### config.mk
export PLATFORM = sky130hd
export DESIGN_NAME = load_store_unit
export DESIGN_NICKNAME = d
export VERILOG_FILES = /design/src/logic/lsu_pkg.sv /design/src/logic/load_store_unit.sv /design/src/logic/load_unit.sv /design/src/logic/lsu_addr_check.sv /design/src/logic/lsu_addr_gen.sv /design/src/logic/lsu_bypass.sv /design/src/logic/lsu_result_pipe.sv /design/src/logic/store_unit.sv
export VERILOG_INCLUDE_DIRS = /design/src /design/src/include
export SDC_FILE = /design/constraint.sdc
export NUM_CORES = 1
export LEC_CHECK = 0
export BUFFER_PORTS_ARGS = -buffer_cell sky130_fd_sc_hd__buf_2
export CAP_MARGIN = 20
export CORE_MARGIN = 4
export CORE_UTILIZATION = 26
export DETAILED_ROUTE_END_ITERATION = 10
export PLACE_DENSITY = 0.44
export SYNTH_ARGS = -nofsm -noshare
export SYNTH_HDL_FRONTEND = slang
export SYNTH_HIERARCHICAL = 1
export SYNTH_SLANG_ARGS = --single-unit
export TNS_END_PERCENT = 50
### constraint.sdc
create_clock -name clk_i -period 13.4 [get_ports clk_i]
set_input_delay 2.01 -clock clk_i [delete_from_list [all_inputs] [get_ports clk_i]]
set_output_delay 2.01 -clock clk_i [all_outputs]
set_load 0.01 [all_outputs]
### src/include/lsu_consts.svh
// width and depth constants of the load/store front end, included by the package and the RTL
`ifndef LSU_CONSTS_SVH
`define LSU_CONSTS_SVH

// ------------------------------
// datapath widths
// ------------------------------
// data and address width
`define LSU_XLEN 64
// scoreboard transaction id
`define LSU_TRANS_ID_BITS 3
// sv39, bits above this must all match
`define LSU_VA_BITS 39

// ------------------------------
// result output stages
// ------------------------------
`define LSU_LOAD_PIPE_REGS 1
`define LSU_STORE_PIPE_REGS 1

`endif

### src/logic/lsu_pkg.sv
// shared types of the load/store front end, imported by every RTL module that needs them
`include "lsu_consts.svh"

package lsu_pkg;

    // functional unit tag
    typedef enum logic [1:0] {
        FU_NONE,
        FU_LOAD,
        FU_STORE
    } fu_t;

    // memory opcodes, loads first
    typedef enum logic [3:0] {
        OP_LB, OP_LBU, OP_LH, OP_LHU, OP_LW, OP_LWU, OP_LD,
        OP_SB, OP_SH, OP_SW, OP_SD
    } lsu_op_t;

    // riscv mcause encodings, zero when nothing is raised
    typedef enum logic [3:0] {
        EXC_NONE           = 4'd0,
        LD_ADDR_MISALIGNED = 4'd4,
        LD_ACCESS_FAULT    = 4'd5,
        ST_ADDR_MISALIGNED = 4'd6,
        ST_ACCESS_FAULT    = 4'd7
    } exc_cause_t;

    typedef struct packed {
        exc_cause_t                cause;
        logic [`LSU_XLEN-1:0]      tval;
        logic                      valid;
    } exception_t;

    // one request as it sits in the bypass buffer
    typedef struct packed {
        logic                          valid;
        logic [`LSU_XLEN-1:0]          vaddr;
        logic [`LSU_XLEN-1:0]          data;
        logic [7:0]                    be;
        fu_t                           fu;
        lsu_op_t                       op;
        logic [`LSU_TRANS_ID_BITS-1:0] trans_id;
    } lsu_ctrl_t;

    typedef enum logic {
        LD_IDLE,
        LD_WAIT_RVALID
    } load_state_t;

endpackage

### src/logic/load_store_unit.sv
// top level of the load/store front end, wiring address path, buffer, units and result stages
`timescale 1ns/10ps
`include "lsu_consts.svh"

module load_store_unit import lsu_pkg::*; (
    input  logic                          clk_i,
    input  logic                          rst_ni,
    input  logic                          flush_i,
    input  logic                          en_ld_st_translation_i,
    // request side
    input  logic                          lsu_valid_i,
    input  logic [`LSU_XLEN-1:0]          operand_a_i,
    input  logic [`LSU_XLEN-1:0]          operand_b_i,
    input  logic [`LSU_XLEN-1:0]          imm_i,
    input  fu_t                           fu_i,
    input  lsu_op_t                       op_i,
    input  logic [`LSU_TRANS_ID_BITS-1:0] trans_id_i,
    output logic                          lsu_ready_o,
    // load memory port
    output logic                          ld_req_o,
    output logic [`LSU_XLEN-1:0]          ld_addr_o,
    output logic [7:0]                    ld_be_o,
    input  logic                          ld_rvalid_i,
    input  logic [`LSU_XLEN-1:0]          ld_rdata_i,
    // store memory port
    output logic                          st_req_o,
    output logic [`LSU_XLEN-1:0]          st_addr_o,
    output logic [7:0]                    st_be_o,
    output logic [`LSU_XLEN-1:0]          st_wdata_o,
    input  logic                          st_gnt_i,
    // results
    output logic                          load_valid_o,
    output logic [`LSU_TRANS_ID_BITS-1:0] load_trans_id_o,
    output logic [`LSU_XLEN-1:0]          load_result_o,
    output exception_t                    load_exception_o,
    output logic                          store_valid_o,
    output logic [`LSU_TRANS_ID_BITS-1:0] store_trans_id_o,
    output logic [`LSU_XLEN-1:0]          store_result_o,
    output exception_t                    store_exception_o
);

    localparam int unsigned res_width = 1 + `LSU_TRANS_ID_BITS + `LSU_XLEN + $bits(exception_t);

    lsu_ctrl_t                     req;
    lsu_ctrl_t                     head;
    exception_t                    head_ex;
    logic                          pop_ld, pop_st;
    logic                          ld_valid_in, st_valid_in;
    logic                          ld_valid, st_valid;
    logic [`LSU_TRANS_ID_BITS-1:0] ld_id, st_id;
    logic [`LSU_XLEN-1:0]          ld_result, st_result;
    exception_t                    ld_ex, st_ex;

    lsu_addr_gen i_addr_gen (
        .operand_a_i, .imm_i, .operand_b_i, .fu_i, .op_i, .trans_id_i, .lsu_valid_i,
        .req_o (req)
    );

    lsu_bypass i_bypass (
        .clk_i, .rst_ni, .flush_i,
        .req_i    (req),
        .pop_ld_i (pop_ld),
        .pop_st_i (pop_st),
        .ctrl_o   (head),
        .ready_o  (lsu_ready_o)
    );

    lsu_addr_check i_addr_check (
        .ctrl_i (head), .en_ld_st_translation_i,
        .ex_o   (head_ex)
    );

    // ------------------------------
    // dispatch by unit tag
    // ------------------------------
    assign ld_valid_in = head.valid && (head.fu == FU_LOAD);
    assign st_valid_in = head.valid && (head.fu == FU_STORE);

    load_unit i_load_unit (
        .clk_i, .rst_ni, .ld_rvalid_i, .ld_rdata_i, .ld_req_o, .ld_addr_o, .ld_be_o,
        .valid_i (ld_valid_in), .ctrl_i (head), .ex_i (head_ex), .pop_ld_o (pop_ld),
        .valid_o (ld_valid), .trans_id_o (ld_id), .result_o (ld_result), .ex_o (ld_ex)
    );

    store_unit i_store_unit (
        .clk_i, .rst_ni, .st_gnt_i, .st_req_o, .st_addr_o, .st_be_o, .st_wdata_o,
        .valid_i (st_valid_in), .ctrl_i (head), .ex_i (head_ex), .pop_st_o (pop_st),
        .valid_o (st_valid), .trans_id_o (st_id), .result_o (st_result), .ex_o (st_ex)
    );

    // ------------------------------
    // output stages
    // ------------------------------
    lsu_result_pipe #(.width(res_width), .depth(`LSU_LOAD_PIPE_REGS)) i_ld_pipe (
        .clk_i, .rst_ni,
        .d_i ({ld_valid, ld_id, ld_result, ld_ex}),
        .d_o ({load_valid_o, load_trans_id_o, load_result_o, load_exception_o})
    );

    lsu_result_pipe #(.width(res_width), .depth(`LSU_STORE_PIPE_REGS)) i_st_pipe (
        .clk_i, .rst_ni,
        .d_i ({st_valid, st_id, st_result, st_ex}),
        .d_o ({store_valid_o, store_trans_id_o, store_result_o, store_exception_o})
    );

endmodule

### src/logic/load_unit.sv
// load unit, one outstanding load, aligns and extends the returned double word
`timescale 1ns/10ps
`include "lsu_consts.svh"

module load_unit import lsu_pkg::*; (
    input  logic                          clk_i,
    input  logic                          rst_ni,
    input  logic                          valid_i,
    input  lsu_ctrl_t                     ctrl_i,
    input  exception_t                    ex_i,
    input  logic                          ld_rvalid_i,
    input  logic [`LSU_XLEN-1:0]          ld_rdata_i,
    output logic                          pop_ld_o,
    output logic                          ld_req_o,
    output logic [`LSU_XLEN-1:0]          ld_addr_o,
    output logic [7:0]                    ld_be_o,
    output logic                          valid_o,
    output logic [`LSU_TRANS_ID_BITS-1:0] trans_id_o,
    output logic [`LSU_XLEN-1:0]          result_o,
    output exception_t                    ex_o
);

    load_state_t                   state_d, state_q;
    lsu_op_t                       op_q;
    logic [2:0]                    off_q;
    logic [`LSU_TRANS_ID_BITS-1:0] id_q;
    logic [`LSU_XLEN-1:0]          shifted;
    logic [`LSU_XLEN-1:0]          ext;
    logic                          take;

    // head taken only while idle
    assign take      = valid_i && (state_q == LD_IDLE);
    assign pop_ld_o  = take;
    // faulting loads never reach memory
    assign ld_req_o  = take && !ex_i.valid;
    assign ld_addr_o = {ctrl_i.vaddr[`LSU_XLEN-1:3], 3'b000};
    assign ld_be_o   = ctrl_i.be;

    // ------------------------------
    // data alignment
    // ------------------------------
    assign shifted = ld_rdata_i >> {off_q, 3'b000};

    always_comb begin
        unique case (op_q)
            OP_LB:   ext = {{56{shifted[7]}}, shifted[7:0]};
            OP_LBU:  ext = {56'b0, shifted[7:0]};
            OP_LH:   ext = {{48{shifted[15]}}, shifted[15:0]};
            OP_LHU:  ext = {48'b0, shifted[15:0]};
            OP_LW:   ext = {{32{shifted[31]}}, shifted[31:0]};
            OP_LWU:  ext = {32'b0, shifted[31:0]};
            default: ext = shifted;
        endcase
    end

    always_comb begin
        state_d = state_q;
        if (ld_req_o) begin
            state_d = LD_WAIT_RVALID;
        end else if ((state_q == LD_WAIT_RVALID) && ld_rvalid_i) begin
            state_d = LD_IDLE;
        end
    end

    always_ff @(posedge clk_i or negedge rst_ni) begin
        if (!rst_ni) begin
            state_q <= LD_IDLE;
            valid_o <= 1'b0;
        end else begin
            state_q <= state_d;
            // result on response or straight away on a fault
            valid_o <= (take && ex_i.valid) || ((state_q == LD_WAIT_RVALID) && ld_rvalid_i);
        end
    end

    always_ff @(posedge clk_i) begin
        if (ld_req_o) begin
            op_q  <= ctrl_i.op;
            off_q <= ctrl_i.vaddr[2:0];
            id_q  <= ctrl_i.trans_id;
        end
        if (take && ex_i.valid) begin
            trans_id_o <= ctrl_i.trans_id;
            result_o   <= '0;
            ex_o       <= ex_i;
        end else begin
            trans_id_o <= id_q;
            result_o   <= ext;
            ex_o       <= '0;
        end
    end

    // memory answers only the outstanding load
    a_rvalid_wait: assert property (@(posedge clk_i) disable iff (!rst_ni)
        ld_rvalid_i |-> (state_q == LD_WAIT_RVALID));

endmodule

### src/logic/lsu_addr_check.sv
// misalignment and sv39 canonical check of the head request, producing its exception
`timescale 1ns/10ps
`include "lsu_consts.svh"

module lsu_addr_check import lsu_pkg::*; (
    input  lsu_ctrl_t  ctrl_i,
    input  logic       en_ld_st_translation_i,
    output exception_t ex_o
);

    logic                            misaligned;
    logic                            non_canonical;
    logic [`LSU_XLEN-`LSU_VA_BITS:0] upper;

    // bits from va_bits-1 upward must all be equal
    assign upper         = ctrl_i.vaddr[`LSU_XLEN-1:`LSU_VA_BITS-1];
    assign non_canonical = en_ld_st_translation_i && !((&upper) || !(|upper));

    // alignment by access size, bytes never fault
    always_comb begin
        unique case (ctrl_i.op)
            OP_LD, OP_SD:              misaligned = (ctrl_i.vaddr[2:0] != 3'b000);
            OP_LW, OP_LWU, OP_SW:      misaligned = (ctrl_i.vaddr[1:0] != 2'b00);
            OP_LH, OP_LHU, OP_SH:      misaligned = ctrl_i.vaddr[0];
            default:                   misaligned = 1'b0;
        endcase
    end

    always_comb begin
        ex_o      = '0;
        ex_o.tval = ctrl_i.vaddr;
        if (ctrl_i.valid) begin
            // access fault takes priority
            if (non_canonical) begin
                ex_o.valid = (ctrl_i.fu != FU_NONE);
                ex_o.cause = (ctrl_i.fu == FU_STORE) ? ST_ACCESS_FAULT : LD_ACCESS_FAULT;
            end else if (misaligned) begin
                ex_o.valid = (ctrl_i.fu != FU_NONE);
                ex_o.cause = (ctrl_i.fu == FU_STORE) ? ST_ADDR_MISALIGNED : LD_ADDR_MISALIGNED;
            end
        end
    end

endmodule

### src/logic/lsu_addr_gen.sv
// address generation unit, forms the vaddr and byte enable and packs the incoming request
`timescale 1ns/10ps
`include "lsu_consts.svh"

module lsu_addr_gen import lsu_pkg::*; (
    input  logic [`LSU_XLEN-1:0]          operand_a_i,
    input  logic [`LSU_XLEN-1:0]          imm_i,
    input  logic [`LSU_XLEN-1:0]          operand_b_i,
    input  fu_t                           fu_i,
    input  lsu_op_t                       op_i,
    input  logic [`LSU_TRANS_ID_BITS-1:0] trans_id_i,
    input  logic                          lsu_valid_i,
    output lsu_ctrl_t                     req_o
);

    logic [`LSU_XLEN-1:0] vaddr;
    logic [7:0]           be_base;

    // base plus signed immediate, used directly as physical address
    assign vaddr = $unsigned($signed(operand_a_i) + $signed(imm_i));

    // access size as a mask of low bytes
    always_comb begin
        unique case (op_i)
            OP_LB, OP_LBU, OP_SB:  be_base = 8'h01;
            OP_LH, OP_LHU, OP_SH:  be_base = 8'h03;
            OP_LW, OP_LWU, OP_SW:  be_base = 8'h0f;
            default:               be_base = 8'hff;
        endcase
    end

    always_comb begin
        req_o          = '0;
        req_o.valid    = lsu_valid_i;
        req_o.vaddr    = vaddr;
        req_o.data     = operand_b_i;
        // mask moved to the byte offset, overflow of misaligned accesses drops out
        req_o.be       = be_base << vaddr[2:0];
        req_o.fu       = fu_i;
        req_o.op       = op_i;
        req_o.trans_id = trans_id_i;
    end

endmodule

### src/logic/lsu_bypass.sv
// two-entry request buffer between address generation and the units, bypassed when empty
`timescale 1ns/10ps

module lsu_bypass import lsu_pkg::*; (
    input  logic      clk_i,
    input  logic      rst_ni,
    input  logic      flush_i,
    input  lsu_ctrl_t req_i,
    input  logic      pop_ld_i,
    input  logic      pop_st_i,
    output lsu_ctrl_t ctrl_o,
    output logic      ready_o
);

    lsu_ctrl_t [1:0] mem_d, mem_q;
    logic [1:0]      valid_d, valid_q;
    logic            wr_d, wr_q;
    logic            rd_d, rd_q;
    logic [1:0]      cnt_d, cnt_q;
    logic            push;
    logic            pop;
    logic            empty;

    assign push    = req_i.valid;
    assign pop     = pop_ld_i | pop_st_i;
    assign empty   = (cnt_q == 2'd0);
    assign ready_o = empty;

    // ------------------------------
    // next state
    // ------------------------------
    always_comb begin
        mem_d   = mem_q;
        valid_d = valid_q;
        wr_d    = wr_q;
        rd_d    = rd_q;
        cnt_d   = cnt_q;
        if (push) begin
            mem_d[wr_q]   = req_i;
            valid_d[wr_q] = 1'b1;
            wr_d          = wr_q + 1'b1;
        end
        // push and pop on an empty buffer hit the same slot, which ends up invalid
        if (pop) begin
            valid_d[rd_q] = 1'b0;
            rd_d          = rd_q + 1'b1;
        end
        unique case ({push, pop})
            2'b10:   cnt_d = cnt_q + 2'd1;
            2'b01:   cnt_d = cnt_q - 2'd1;
            default: cnt_d = cnt_q;
        endcase
        // flush drops everything held
        if (flush_i) begin
            valid_d = '0;
            wr_d    = 1'b0;
            rd_d    = 1'b0;
            cnt_d   = '0;
        end
    end

    // head is the new request in the same cycle when nothing is held
    always_comb begin
        ctrl_o       = mem_q[rd_q];
        ctrl_o.valid = valid_q[rd_q];
        if (empty) begin
            ctrl_o = req_i;
        end
    end

    always_ff @(posedge clk_i or negedge rst_ni) begin
        if (!rst_ni) begin
            valid_q <= '0;
            wr_q    <= 1'b0;
            rd_q    <= 1'b0;
            cnt_q   <= '0;
        end else begin
            valid_q <= valid_d;
            wr_q    <= wr_d;
            rd_q    <= rd_d;
            cnt_q   <= cnt_d;
        end
    end

    always_ff @(posedge clk_i) begin
        mem_q <= mem_d;
    end

    // issuer honours lsu_ready_o
    a_push_empty: assert property (@(posedge clk_i) disable iff (!rst_ni)
        push |-> empty);
    // no overflow past two entries
    a_push_full: assert property (@(posedge clk_i) disable iff (!rst_ni)
        (cnt_q == 2'd2) |-> !push);
    // dispatch routes the head to one unit only
    a_one_pop: assert property (@(posedge clk_i) disable iff (!rst_ni)
        !(pop_ld_i && pop_st_i));

endmodule

### src/logic/lsu_result_pipe.sv
// register chain that delays one result bundle by a configurable number of cycles
`timescale 1ns/10ps

module lsu_result_pipe #(
    parameter int unsigned width = 1,
    parameter int unsigned depth = 1
) (
    input  logic             clk_i,
    input  logic             rst_ni,
    input  logic [width-1:0] d_i,
    output logic [width-1:0] d_o
);

    if (depth == 0) begin : g_wire
        assign d_o = d_i;
    end else begin : g_regs
        logic [depth-1:0][width-1:0] q;

        always_ff @(posedge clk_i or negedge rst_ni) begin
            if (!rst_ni) begin
                q <= '0;
            end else begin
                q[0] <= d_i;
                for (int unsigned i = 1; i < depth; i++) begin
                    q[i] <= q[i-1];
                end
            end
        end

        assign d_o = q[depth-1];
    end

endmodule

### src/logic/store_unit.sv
// store unit, issues lane-aligned stores until granted and reports their completion
`timescale 1ns/10ps
`include "lsu_consts.svh"

module store_unit import lsu_pkg::*; (
    input  logic                          clk_i,
    input  logic                          rst_ni,
    input  logic                          valid_i,
    input  lsu_ctrl_t                     ctrl_i,
    input  exception_t                    ex_i,
    input  logic                          st_gnt_i,
    output logic                          pop_st_o,
    output logic                          st_req_o,
    output logic [`LSU_XLEN-1:0]          st_addr_o,
    output logic [7:0]                    st_be_o,
    output logic [`LSU_XLEN-1:0]          st_wdata_o,
    output logic                          valid_o,
    output logic [`LSU_TRANS_ID_BITS-1:0] trans_id_o,
    output logic [`LSU_XLEN-1:0]          result_o,
    output exception_t                    ex_o
);

    // request stays up from the buffer head until granted
    assign st_req_o   = valid_i && !ex_i.valid;
    assign st_addr_o  = {ctrl_i.vaddr[`LSU_XLEN-1:3], 3'b000};
    assign st_be_o    = ctrl_i.be;
    // data into the byte lane of its offset
    assign st_wdata_o = ctrl_i.data << {ctrl_i.vaddr[2:0], 3'b000};
    // pop on grant, or at once on a fault
    assign pop_st_o   = valid_i && (ex_i.valid || st_gnt_i);
    // stores write nothing back
    assign result_o   = '0;

    always_ff @(posedge clk_i or negedge rst_ni) begin
        if (!rst_ni) begin
            valid_o <= 1'b0;
        end else begin
            valid_o <= pop_st_o;
        end
    end

    always_ff @(posedge clk_i) begin
        trans_id_o <= ctrl_i.trans_id;
        ex_o       <= ex_i.valid ? ex_i : '0;
    end

    // buffer head holds still under missing grant
    a_payload_stable: assert property (@(posedge clk_i) disable iff (!rst_ni)
        (st_req_o && !st_gnt_i) ##1 st_req_o |-> $stable({st_addr_o, st_be_o, st_wdata_o}));

endmodule

==> qor.csv, run 1 <==
stage,metric,value,unit
floorplanning,start_util,26.2,%
critical_path,startpoint_type,input pin,
cts,clock_latency,700,ps
floorplanning,row_count,136,
detailed_routing,viasPerCell,4.48,
critical_path,cp_cell_sequence,buf_2 > ha_1 > inv_1 > fa_1 > and2b_1 > o211ai_2 > a21o_1 > a211oi_1 > o2111ai_1 > a21boi_1 > or4_4 > o21a_1 > o311ai_1 > nand2_1 > o21ai_0 > nor4_1 > and4_1 > a221o_1 > a21oi_4 > buf_4 > nor2b_1 > buf_2,
global_routing,overflow,0,
logic_synthesis,yosys-top-cells-count,"364 x buf_4, 300 x edfxtp_1, 283 x dfrtp_1",
power_and_ir_drop,switchingPower,3900,uW
timing,tightest_slew,1120,ps
placed_design,pre_cts_slack,3410,ps
logic_synthesis,yosysTopAreaCell,edfxtp_1,
logic_synthesis,synth.ff_latch_count,791,
timing,fin_crit,10010,ps
cts,post_cts_resized,0,
detailed_routing,drt_iter0_markers,1585,
floorplanning,io_pins,757,
placed_design,globalplace.congestion,0.888,
final_layout,area_delta_synth_final,16.9,%
logic_synthesis,syn_avg_cell_area,11.9,sq um
final_layout,drive_gt1_share,28.6,%
floorplanning,core,138000,sq um
timing,finalMaxSlewViolations,0,
placed_design,detailed_place_hpwl,90400,microns
power_and_ir_drop,seqPwrFrac,33.0,%
critical_path,critical_path_peak_fanout,62,
logic_synthesis,yosysTopAreaCellShare,24.9,%
logic_synthesis,async_reset_ff_share,35.8,%
logic_synthesis,synth_area,36100,sq um
power_and_ir_drop,internal_power,5900,uW
cts,h-tree-depth,3,
global_routing,track_usage,16.3,%
logic_synthesis,yosysSeqAreaShare,56.1,%
logic_synthesis,synth_edf_count,300,
final_layout,nets,3818,
logic_synthesis,synth_ff_type,edfxtp_1,
critical_path,crit_path_end_kind,primary output,
timing,skew,35.9,ps
critical_path,required,11390,ps
power_and_ir_drop,clockPowerShare,25.2,%
power_and_ir_drop,power,9790,uW
run_status,status,completed,
detailed_routing,routed_wl,122000,microns
timing,rsz0062_at_grt,no,
logic_synthesis,synth_cell_types,91,
cts,path_clk_slew,60,ps
critical_path,cp.arrival,8000,ps
detailed_routing,wl_per_cell,22.7,microns
logic_synthesis,synthCells,3042,
floorplanning,die_area,145000,sq um
cts,clk_path_buf_depth,3,
critical_path,max_stage_delay,560,ps
cts,cts_sinks,791,
timing,slew_headroom,25.4,%
cts,cts_buffers,90,
power_and_ir_drop,switching_share,39.8,%
placed_design,io_buffers,750,
run,maxCapViolations,0,
timing,setup_viol,0,
timing,maxClockFrequency,99.9,MHz
hold_path,hold_path.class,reg -> reg,
power_and_ir_drop,power_density,232,nW/um^2
floorplanning,die_h,381,microns
logic_synthesis,yosysMostFrequentCell,buf_4,
global_routing,grt_start_max_net_pins,172,
power_and_ir_drop,peakVddDrop,0.131,mV
power_and_ir_drop,combPwrFrac,41.8,%
detailed_routing,vias,24000,
detailed_routing,dr.pass1.iters,5,
global_routing,grt_pass1_wl,174000,microns
critical_path,path_class,in -> out,
timing,finalHoldViolCount,0,
logic_synthesis,yosys_warnings,6,
timing,fin_crit_sh,74.7,%
timing,setup_tns,0,ps
cts,cts_setup_buffers,0,
cts,cts_tree,built,
global_routing,grt_pass1_vias,24200,
logic_synthesis,ys_top_cells_by_area,"edfxtp_1 25%, dfrtp_1 20%, dfxtp_1 12%, mux2i_1 7.8%, buf_4 7.6%",
global_routing,antenna_found_initial,29,
critical_path,cp_common_cell,buf_2,
cts,hold_buffers,0,
floorplanning,die_x,381,microns
cts,root_buffer,clkbuf_16,
timing,setup_ws,3390,ps
detailed_routing,drc,0,
critical_path,critical-path-slowest-cell,buf_4,
detailed_routing,ant_nets,0,
power_and_ir_drop,p_leak,0.0186,uW
## routing by layer
layer / part of all wire (%) / global-route usage [%] / vias to the layer above
li1: - / - / 11300
met1: 44 / 21.6 / 11700
met2: 45 / 25.5 / 805
met3: 7.0 / 4.49 / 191
met4: 3.5 / 5.44 / 12
met5: 0.063 / 0 / -
## area by class of cell
cell class | instances | area (sq um)
sequential | 791 | 20300
inverter | 33 | 124
multi-input combinational | 1769 | 12400
clock buffer | 123 | 2540
clock inverter | 45 | 440
tap | 1794 | 2240
fill | 14200 | 95400
antenna | 18 | 45.0
timing repair buffer | 797 | 4150
## cell families (layout without fill, tap and decap cells)
family                     after synthesis  in the layout  share of synthesized area [%]
other                                    3             89                         0.0312
buffers and inverters                  550            998                           10.4
xor gates and xnor gates                63             63                           1.53
and+or+nand+nor                        680            680                           9.55
AOI/OAI and AO/OA                      571            571                           10.2
DFF                                    791            791                           56.1
muxes                                  320            320                           9.94
adders and majority gates               64             64                           2.24
## final timing paths
path / startpoint / end / slack (ps) / depth (start not counted)
setup / recovery: operand_a_i[0] / st_req_o / 3390 / 22
hold / removal: i_store_unit/ex_o[66] / i_st_pipe/d_o[66] / 290 / 0
setup reg to reg: i_bypass/cnt_q[0] / i_load_unit/trans_id_o[1] / 7830 / 12
hold reg to reg: i_store_unit/ex_o[66] / i_st_pipe/d_o[66] / 290 / 0
max in group asynchronous: rst_ni / i_bypass/rd_q / 9700 / 3
min in group asynchronous: rst_ni / i_st_pipe/d_o[74] / 1370 / 1
## power by group through the flow
stage,Combinational (uW),Clock (uW),Sequential (uW)
2_1_floorplan,2910,0,3310
3_3_place_gp,4140,0,3290
3_5_place_dp,4150,0,3290
4_1_cts,4160,2560,3240
5_1_grt,4430,2660,3280
6_report,4090,2470,3230
## layout by cell type, fill, tap and decap left out, types with 38 or more instances in the layout
master,count
a21oi_1,99
and2_1,87
and3_1,84
buf_2,749
buf_4,42
clkbuf_16,95
conb_1,71
dfrtp_1,282
dfxtp_1,208
edfxtp_1,300
ha_1,63
mux2i_1,281
nand2_1,244
nor2_1,90
nor2b_1,43
o21ai_0,199
xnor2_1,38
## metrics by stage
step | cell area, sq um | cells | hold slack (ps) | util (%)
CTS | 42100 | 5349 | 297 | 30.6
detailed placement | 39200 | 5181 | 320 | 28.4
global route | 42200 | 5354 | 309 | 30.6
global placement | 39100 | 5179 | 316 | 28.4
finish | 42200 | 5370 | 292 | 30.7
floorplan | 36400 | 3110 | 316 | -
## worst max-delay path, delay by kind of cell
kind            cells  cell delay (ps)
fa+ha+maj           2              750
simple gates        6             1380
buf+inv             4              900
compound gates     10             2890
## registers in the layout, summed over array words and instances, names as in the netlist
signal and count:
i_load_unit/valid_o 1, i_store_unit/valid_o 1, i_st_pipe/d_o 137, i_bypass/mem_q 290, i_load_unit/id_q 3, i_bypass/cnt_q 2
i_store_unit/trans_id_o 3, i_bypass/valid_q 2, i_bypass/wr_q 1, i_store_unit/ex_o 69, i_load_unit/op_q 4, i_load_unit/result_o 64
i_bypass/rd_q 1, i_load_unit/trans_id_o 3, i_ld_pipe/d_o 137, i_load_unit/off_q 3, i_load_unit/ex_o 69, i_load_unit/state_q 1
No activity file was read; power rests on OpenSTA's default activity.
==> run 2, diff against run 1 <==
Clock period 13.4 ns to 10.1 ns, I/O delays scaled along.
==> run 2 against run 1 <==
Clock skew shrank 13 ps. Design area grew 0.57%. Die area is the same. Setup slack lost 1900 ps. Sequential power grew 33%. Count of clock-buffer cells in the layout grew 13. Sequential share of layout area shrank 0.27 points. Register-to-register slack lost 2900 ps. Clock power grew 39%. Critical path type unchanged. Largest cell class unchanged. Largest power group unchanged. Highest routed layer unchanged.
==> qor.csv, run 2 (synthesis gave the netlist of run 1 again) <==
stage,metric,value,unit
run_status,status,completed,
timing,finalMaxSlewViolations,0,
timing,setup_ws,1510,ps
critical_path,required,8590,ps
timing,setup_tns,0,ps
critical_path,cp.arrival,7080,ps
detailed_routing,routed_wl,122000,microns
hold_path,hold_path_end,i_st_pipe/d_o[25],
placed_design,pre_cts_slack,1310,ps
floorplanning,die_x,381,microns
cts,hold_buffers,0,
critical_path,ff2ff_setup_slack,4930,ps
critical_path,critical_path_peak_fanout,6,
placed_design,place_area,39200,sq um
run,maxCapViolations,0,
critical_path,timing.rr.end,i_load_unit/ex_o[45],
cts,h-tree-depth,3,
timing,maxClockFrequency,116,MHz
detailed_routing,ant_nets,0,
floorplanning,start_util,26.2,%
critical_path,crit_path_end_kind,primary output,
global_routing,grt_start_max_net_pins,171,
final_layout,final_common_cell,buf_2,
detailed_routing,viasPerCell,4.51,
timing,hold_slack,309,ps
critical_path,path_class,in -> out,
cts,cts_buffers,93,
timing,skew,22.5,ps
critical_path,startpoint_type,input pin,
timing,fin_crit_sh,85.1,%
placed_design,globalplace.congestion,0.890,
floorplanning,die_area,145000,sq um
final_layout,nets,3827,
hold_path,hp-start,i_store_unit/ex_o[25],
final_layout,layout_common_cells,"751 x buf_2, 300 x edfxtp_1, 282 x dfrtp_1",
critical_path,r2r_start,i_bypass/rd_q,
cts,cts_tree,built,
detailed_routing,vias,24200,
critical_path,reg2reg_depth,8,
floorplanning,row_count,136,
final_layout,area_delta_synth_final,17.6,%
placed_design,detailed_place_hpwl,91000,microns
power_and_ir_drop,p_leak,0.0188,uW
final_layout,multi_input_area,12400,sq um
global_routing,grt_pass1_vias,24000,
detailed_routing,dr.pass1.iters,7,
timing,setup_viol,0,
hold_path,holdPathStages,0,
final_layout,design_area,42500,sq um
global_routing,overflow,0,
placed_design,io_buffers,750,
cts,cts_setup_buffers,0,
cts,path_clk_slew,60,ps
final_layout,seqCellArea,20300,sq um
hold_path,hold_path.class,reg -> reg,
global_routing,track_usage,16.2,%
power_and_ir_drop,power,13100,uW
cts,clock_latency,690,ps
detailed_routing,drc,0,
detailed_routing,drt_iter0_markers,1637,
timing,fin_crit,8590,ps
power_and_ir_drop,peakVddDrop,0.182,mV
timing,finalHoldViolCount,0,
cts,clk_path_buf_depth,3,
floorplanning,die_h,381,microns
detailed_routing,wl_per_cell,22.7,microns
cts,cts_sinks,791,
cts,post_cts_resized,0,
floorplanning,core,138000,sq um
power_and_ir_drop,power_density,310,nW/um^2
global_routing,antenna_found_initial,27,
global_routing,grt_pass1_wl,174000,microns
final_layout,nFillCells,14300,
floorplanning,io_pins,757,
timing,rsz0062_at_grt,no,
timing,slew_headroom,19.1,%
timing,tightest_slew,1200,ps
cts,root_buffer,clkbuf_16,
final_layout,largest_register,i_bypass/mem_q,
final_layout,largest_reg_flops,290,
final_layout,drive_gt1_share,29.0,%
run 2: cell count changes in the layout (fill, tap and decap cells not counted), moves of 3 or more:
cell / change
clkinv_2: -3
clkinv_4: -3
buf_4: +6
clkbuf_16: +4
clkbuf_1: -4
clkbuf_8: +11
run 2: worst max path at each step:
stage / start / to / slack (ps) / depth (start not counted)
after floorplan: lsu_valid_i / i_bypass/mem_q[0] / 1170 / 3
after global placement: imm_i[0] / ld_req_o / 1420 / 21
after detailed placement: imm_i[0] / ld_req_o / 1310 / 21
after CTS: imm_i[0] / ld_req_o / 1300 / 21
after global routing: imm_i[0] / ld_req_o / 1060 / 21
final: imm_i[0] / ld_req_o / 1510 / 21
run 2: layout make-up:
class                           instances  area share [%]
Clock buffer                          136            6.58
Sequential cell                       791            47.7
Inverter                               33           0.292
Multi-Input combinational cell       1769            29.2
Antenna cell                           16          0.0943
Timing Repair Buffer                  803            9.88
Clock inverter                         38           0.919
Tap cell                             1794            5.29
run 2: power by group:
| group | internal (uW) | leakage [uW] | total (uW) | switching [uW] |
|---|---|---|---|---|
| sequential | 4030 | 0.00820 | 4300 | 263 |
| clock | 2040 | 0.00158 | 3440 | 1400 |
| combinational | 1890 | 0.00897 | 5410 | 3520 |
| total | 7960 | 0.0188 | 13100 | 5180 |
run 2: metal layers:
layer	part of all wire (%)	GRT usage (%)
met5	0.075	0
met4	2.3	4.90
met3	6.4	4.04
met2	46	26.0
met1	45	21.7
run 2: critical path, stage by stage:
cell	delay, ps
buf_2	110
ha_1	190
inv_1	70
fa_1	550
and2b_1	290
o211ai_2	210
a21o_1	270
a211oi_1	240
o2111ai_1	410
a21boi_1	130
or4_4	530
o21a_1	190
o311ai_1	400
nand2_1	90
o21ai_0	250
nand4_1	170
nor4_1	360
a221o_1	370
a21oi_4	130
nor2_1	380
buf_2	210
run 2: through the flow:
| step | cells | utilization (%) |
|---|---|---|
| after floorplan | 3110 | - |
| after global placement | 5187 | 28.5 |
| after detailed placement | 5187 | 28.5 |
| after CTS | 5361 | 30.8 |
| after global routing | 5370 | 30.8 |
| final | 5380 | 30.8 |
==> run 3, diff against run 2 <==
Settings changed: CORE_AREA from default to 4 4 291 293, CORE_MARGIN 4 to default, CORE_UTILIZATION 26 to default, CTS_CLUSTER_SIZE from default to 16, DIE_AREA from default to 0 0 295 297, PLACE_DENSITY 0.44 to 0.66.
==> run 3 against run 2 <==
Flip-flop and latch count unchanged. Sequential power about the same. Clock power decreased by 13%. Critical path type unchanged. Largest power group unchanged.
==> qor.csv, run 3 (synthesis gave the netlist of run 1 again) <==
stage,metric,value,unit
run_status,status,completed,
final_layout,largest_reg_flops,290,
detailed_routing,wl_met3,7800,microns
power_and_ir_drop,peakVddDrop,0.206,mV
global_routing,track_usage,22.8,%
timing,fin_crit_sh,82.5,%
critical_path,crit_path_end_kind,primary output,
detailed_routing,routed_wl,104000,microns
global_routing,overflow,0,
timing,finalMaxSlewViolations,0,
critical_path,critical-path-slowest-cell,or4_4,
power_and_ir_drop,power_density,305,nW/um^2
floorplanning,die_x,295,microns
floorplanning,die_area,87600,sq um
final_layout,design_area,41000,sq um
critical_path,critical_path_peak_fanout,6,
placed_design,detailed_place_hpwl,77000,microns
detailed_routing,viasPerCell,5.27,
detailed_routing,routedLengthMet1,43400,microns
global_routing,grt_pass1_wl,152000,microns
timing,setup_tns,0,ps
global_routing,grt_start_max_net_pins,104,
final_layout,layout_common_cells,"749 x buf_2, 300 x edfxtp_1, 282 x dfrtp_1",
placed_design,place_area,38200,sq um
critical_path,cp_common_cell,buf_2,
cts,path_clk_slew,60,ps
cts,hold_buffers,0,
detailed_routing,drt_iter0_markers,1956,
timing,tightest_slew,1110,ps
final_layout,nets,3809,
timing,setup_viol,0,
cts,root_buffer,clkbuf_16,
critical_path,max_stage_delay,520,ps
final_layout,final_common_cell,buf_2,
critical_path,path_class,in -> out,
critical_path,startpoint_type,input pin,
global_routing,antenna_found_initial,26,
critical_path,cp.arrival,6820,ps
detailed_routing,ant_nets,0,
floorplanning,core,81800,sq um
detailed_routing,vias,24300,
timing,slew_headroom,25.5,%
floorplanning,io_pins,757,
cts,cts_setup_buffers,0,
detailed_routing,dr.pass1.iters,6,
timing,finalHoldViolCount,0,
critical_path,ff2ff_setup_slack,4870,ps
final_layout,area_delta_synth_final,13.5,%
cts,clock_latency,620,ps
final_layout,drive_gt1_share,28.6,%
cts,h-tree-depth,3,
final_layout,largest_register,i_bypass/mem_q,
timing,rsz0062_at_grt,no,
detailed_routing,routed.top_layer,met5,
placed_design,globalplace.congestion,0.923,
timing,skew,26.6,ps
cts,post_cts_resized,0,
floorplanning,start_util,44.1,%
hold_path,hold_path.class,reg -> reg,
run,maxCapViolations,0,
detailed_routing,wl_met2,49800,microns
power_and_ir_drop,p_leak,0.0185,uW
detailed_routing,drc,0,
cts,cts_buffers,82,
detailed_routing,wl_per_cell,22.5,microns
floorplanning,die_h,297,microns
final_layout,stdcell_count,4622,
global_routing,grt_pass1_vias,23300,
cts,clk_path_buf_depth,3,
cts,cts_sinks,791,
placed_design,io_buffers,750,
placed_design,placedCellCount,4457,
floorplanning,row_count,105,
critical_path,cp_cell_sequence,buf_2 > ha_1 > inv_1 > fa_1 > and2b_1 > o211ai_2 > a21o_1 > a211oi_1 > buf_4 > o2111ai_1 > a21boi_1 > or4_4 > o21a_1 > o311ai_1 > nand2_1 > o21ai_0 > nand4_1 > nor4_1 > a221o_1 > a21oi_4 > nor2_1 > buf_2,
critical_path,required,8590,ps
timing,fin_crit,8340,ps
timing,maxClockFrequency,120,MHz
cts,cts_tree,built,
run 3: cell count changes in the layout (fill, tap and decap cells not counted), sizes merged:
cell,previous run,this run
diode,16,11
buf,803,794
clkbuf,136,112
bufinv,4,1
clkinv,21,26
clkinvlp,1,3
run 3: worst max-delay path: cells and delay by family:
kind	cells	cell delay, ps
compound gates	10	2270
fa+ha+maj	2	620
buf+inv	4	640
simple gates	6	1750
run 3: metrics by stage:
stage	hold slack (ps)	worst slack, ps	utilization, %	total power, uW
final	314	1760	50.1	12500
after floorplan	316	1170	-	8260
after global routing	311	1390	50.1	13200
after detailed placement	320	1670	46.7	9590
after CTS	313	1670	50.0	12600
after global placement	316	1810	46.7	9540
run 3: cell type report:
| class | count | area [sq um] |
|---|---|---|
| antenna | 11 | 27.5 |
| clock buffer | 110 | 2350 |
| clock inverter | 42 | 352 |
| fill | 7275 | 40900 |
| inverter | 33 | 124 |
| multi-input combinational | 1769 | 12400 |
| sequential | 791 | 20300 |
| tap | 1070 | 1340 |
| timing repair buffer | 796 | 4120 |
run 3: power by group:
group,switching (uW),leakage (uW),internal [uW]
clock,1290,0.00135,1690
combinational,3390,0.00893,1870
sequential,234,0.00820,4030
total,4910,0.0185,7590
run 3: per-layer routing:
layer,global-route usage (%),up-vias
li1,-,11300
met1,30.2,11900
met2,37.7,944
met3,4.91,170
met4,7.06,20
met5,0,-
run 3: path summary, 6_finish.rpt:
path	start	end	cells past startpoint
setup / recovery	operand_a_i[0]	ld_req_o	22
hold / removal	i_load_unit/ex_o[24]	i_ld_pipe/d_o[24]	0
setup reg to reg	i_bypass/cnt_q[0]	i_load_unit/result_o[63]	13
hold reg to reg	i_load_unit/ex_o[24]	i_ld_pipe/d_o[24]	0
max in group asynchronous	rst_ni	i_ld_pipe/d_o[134]	3
min in group asynchronous	rst_ni	i_st_pipe/d_o[78]	1
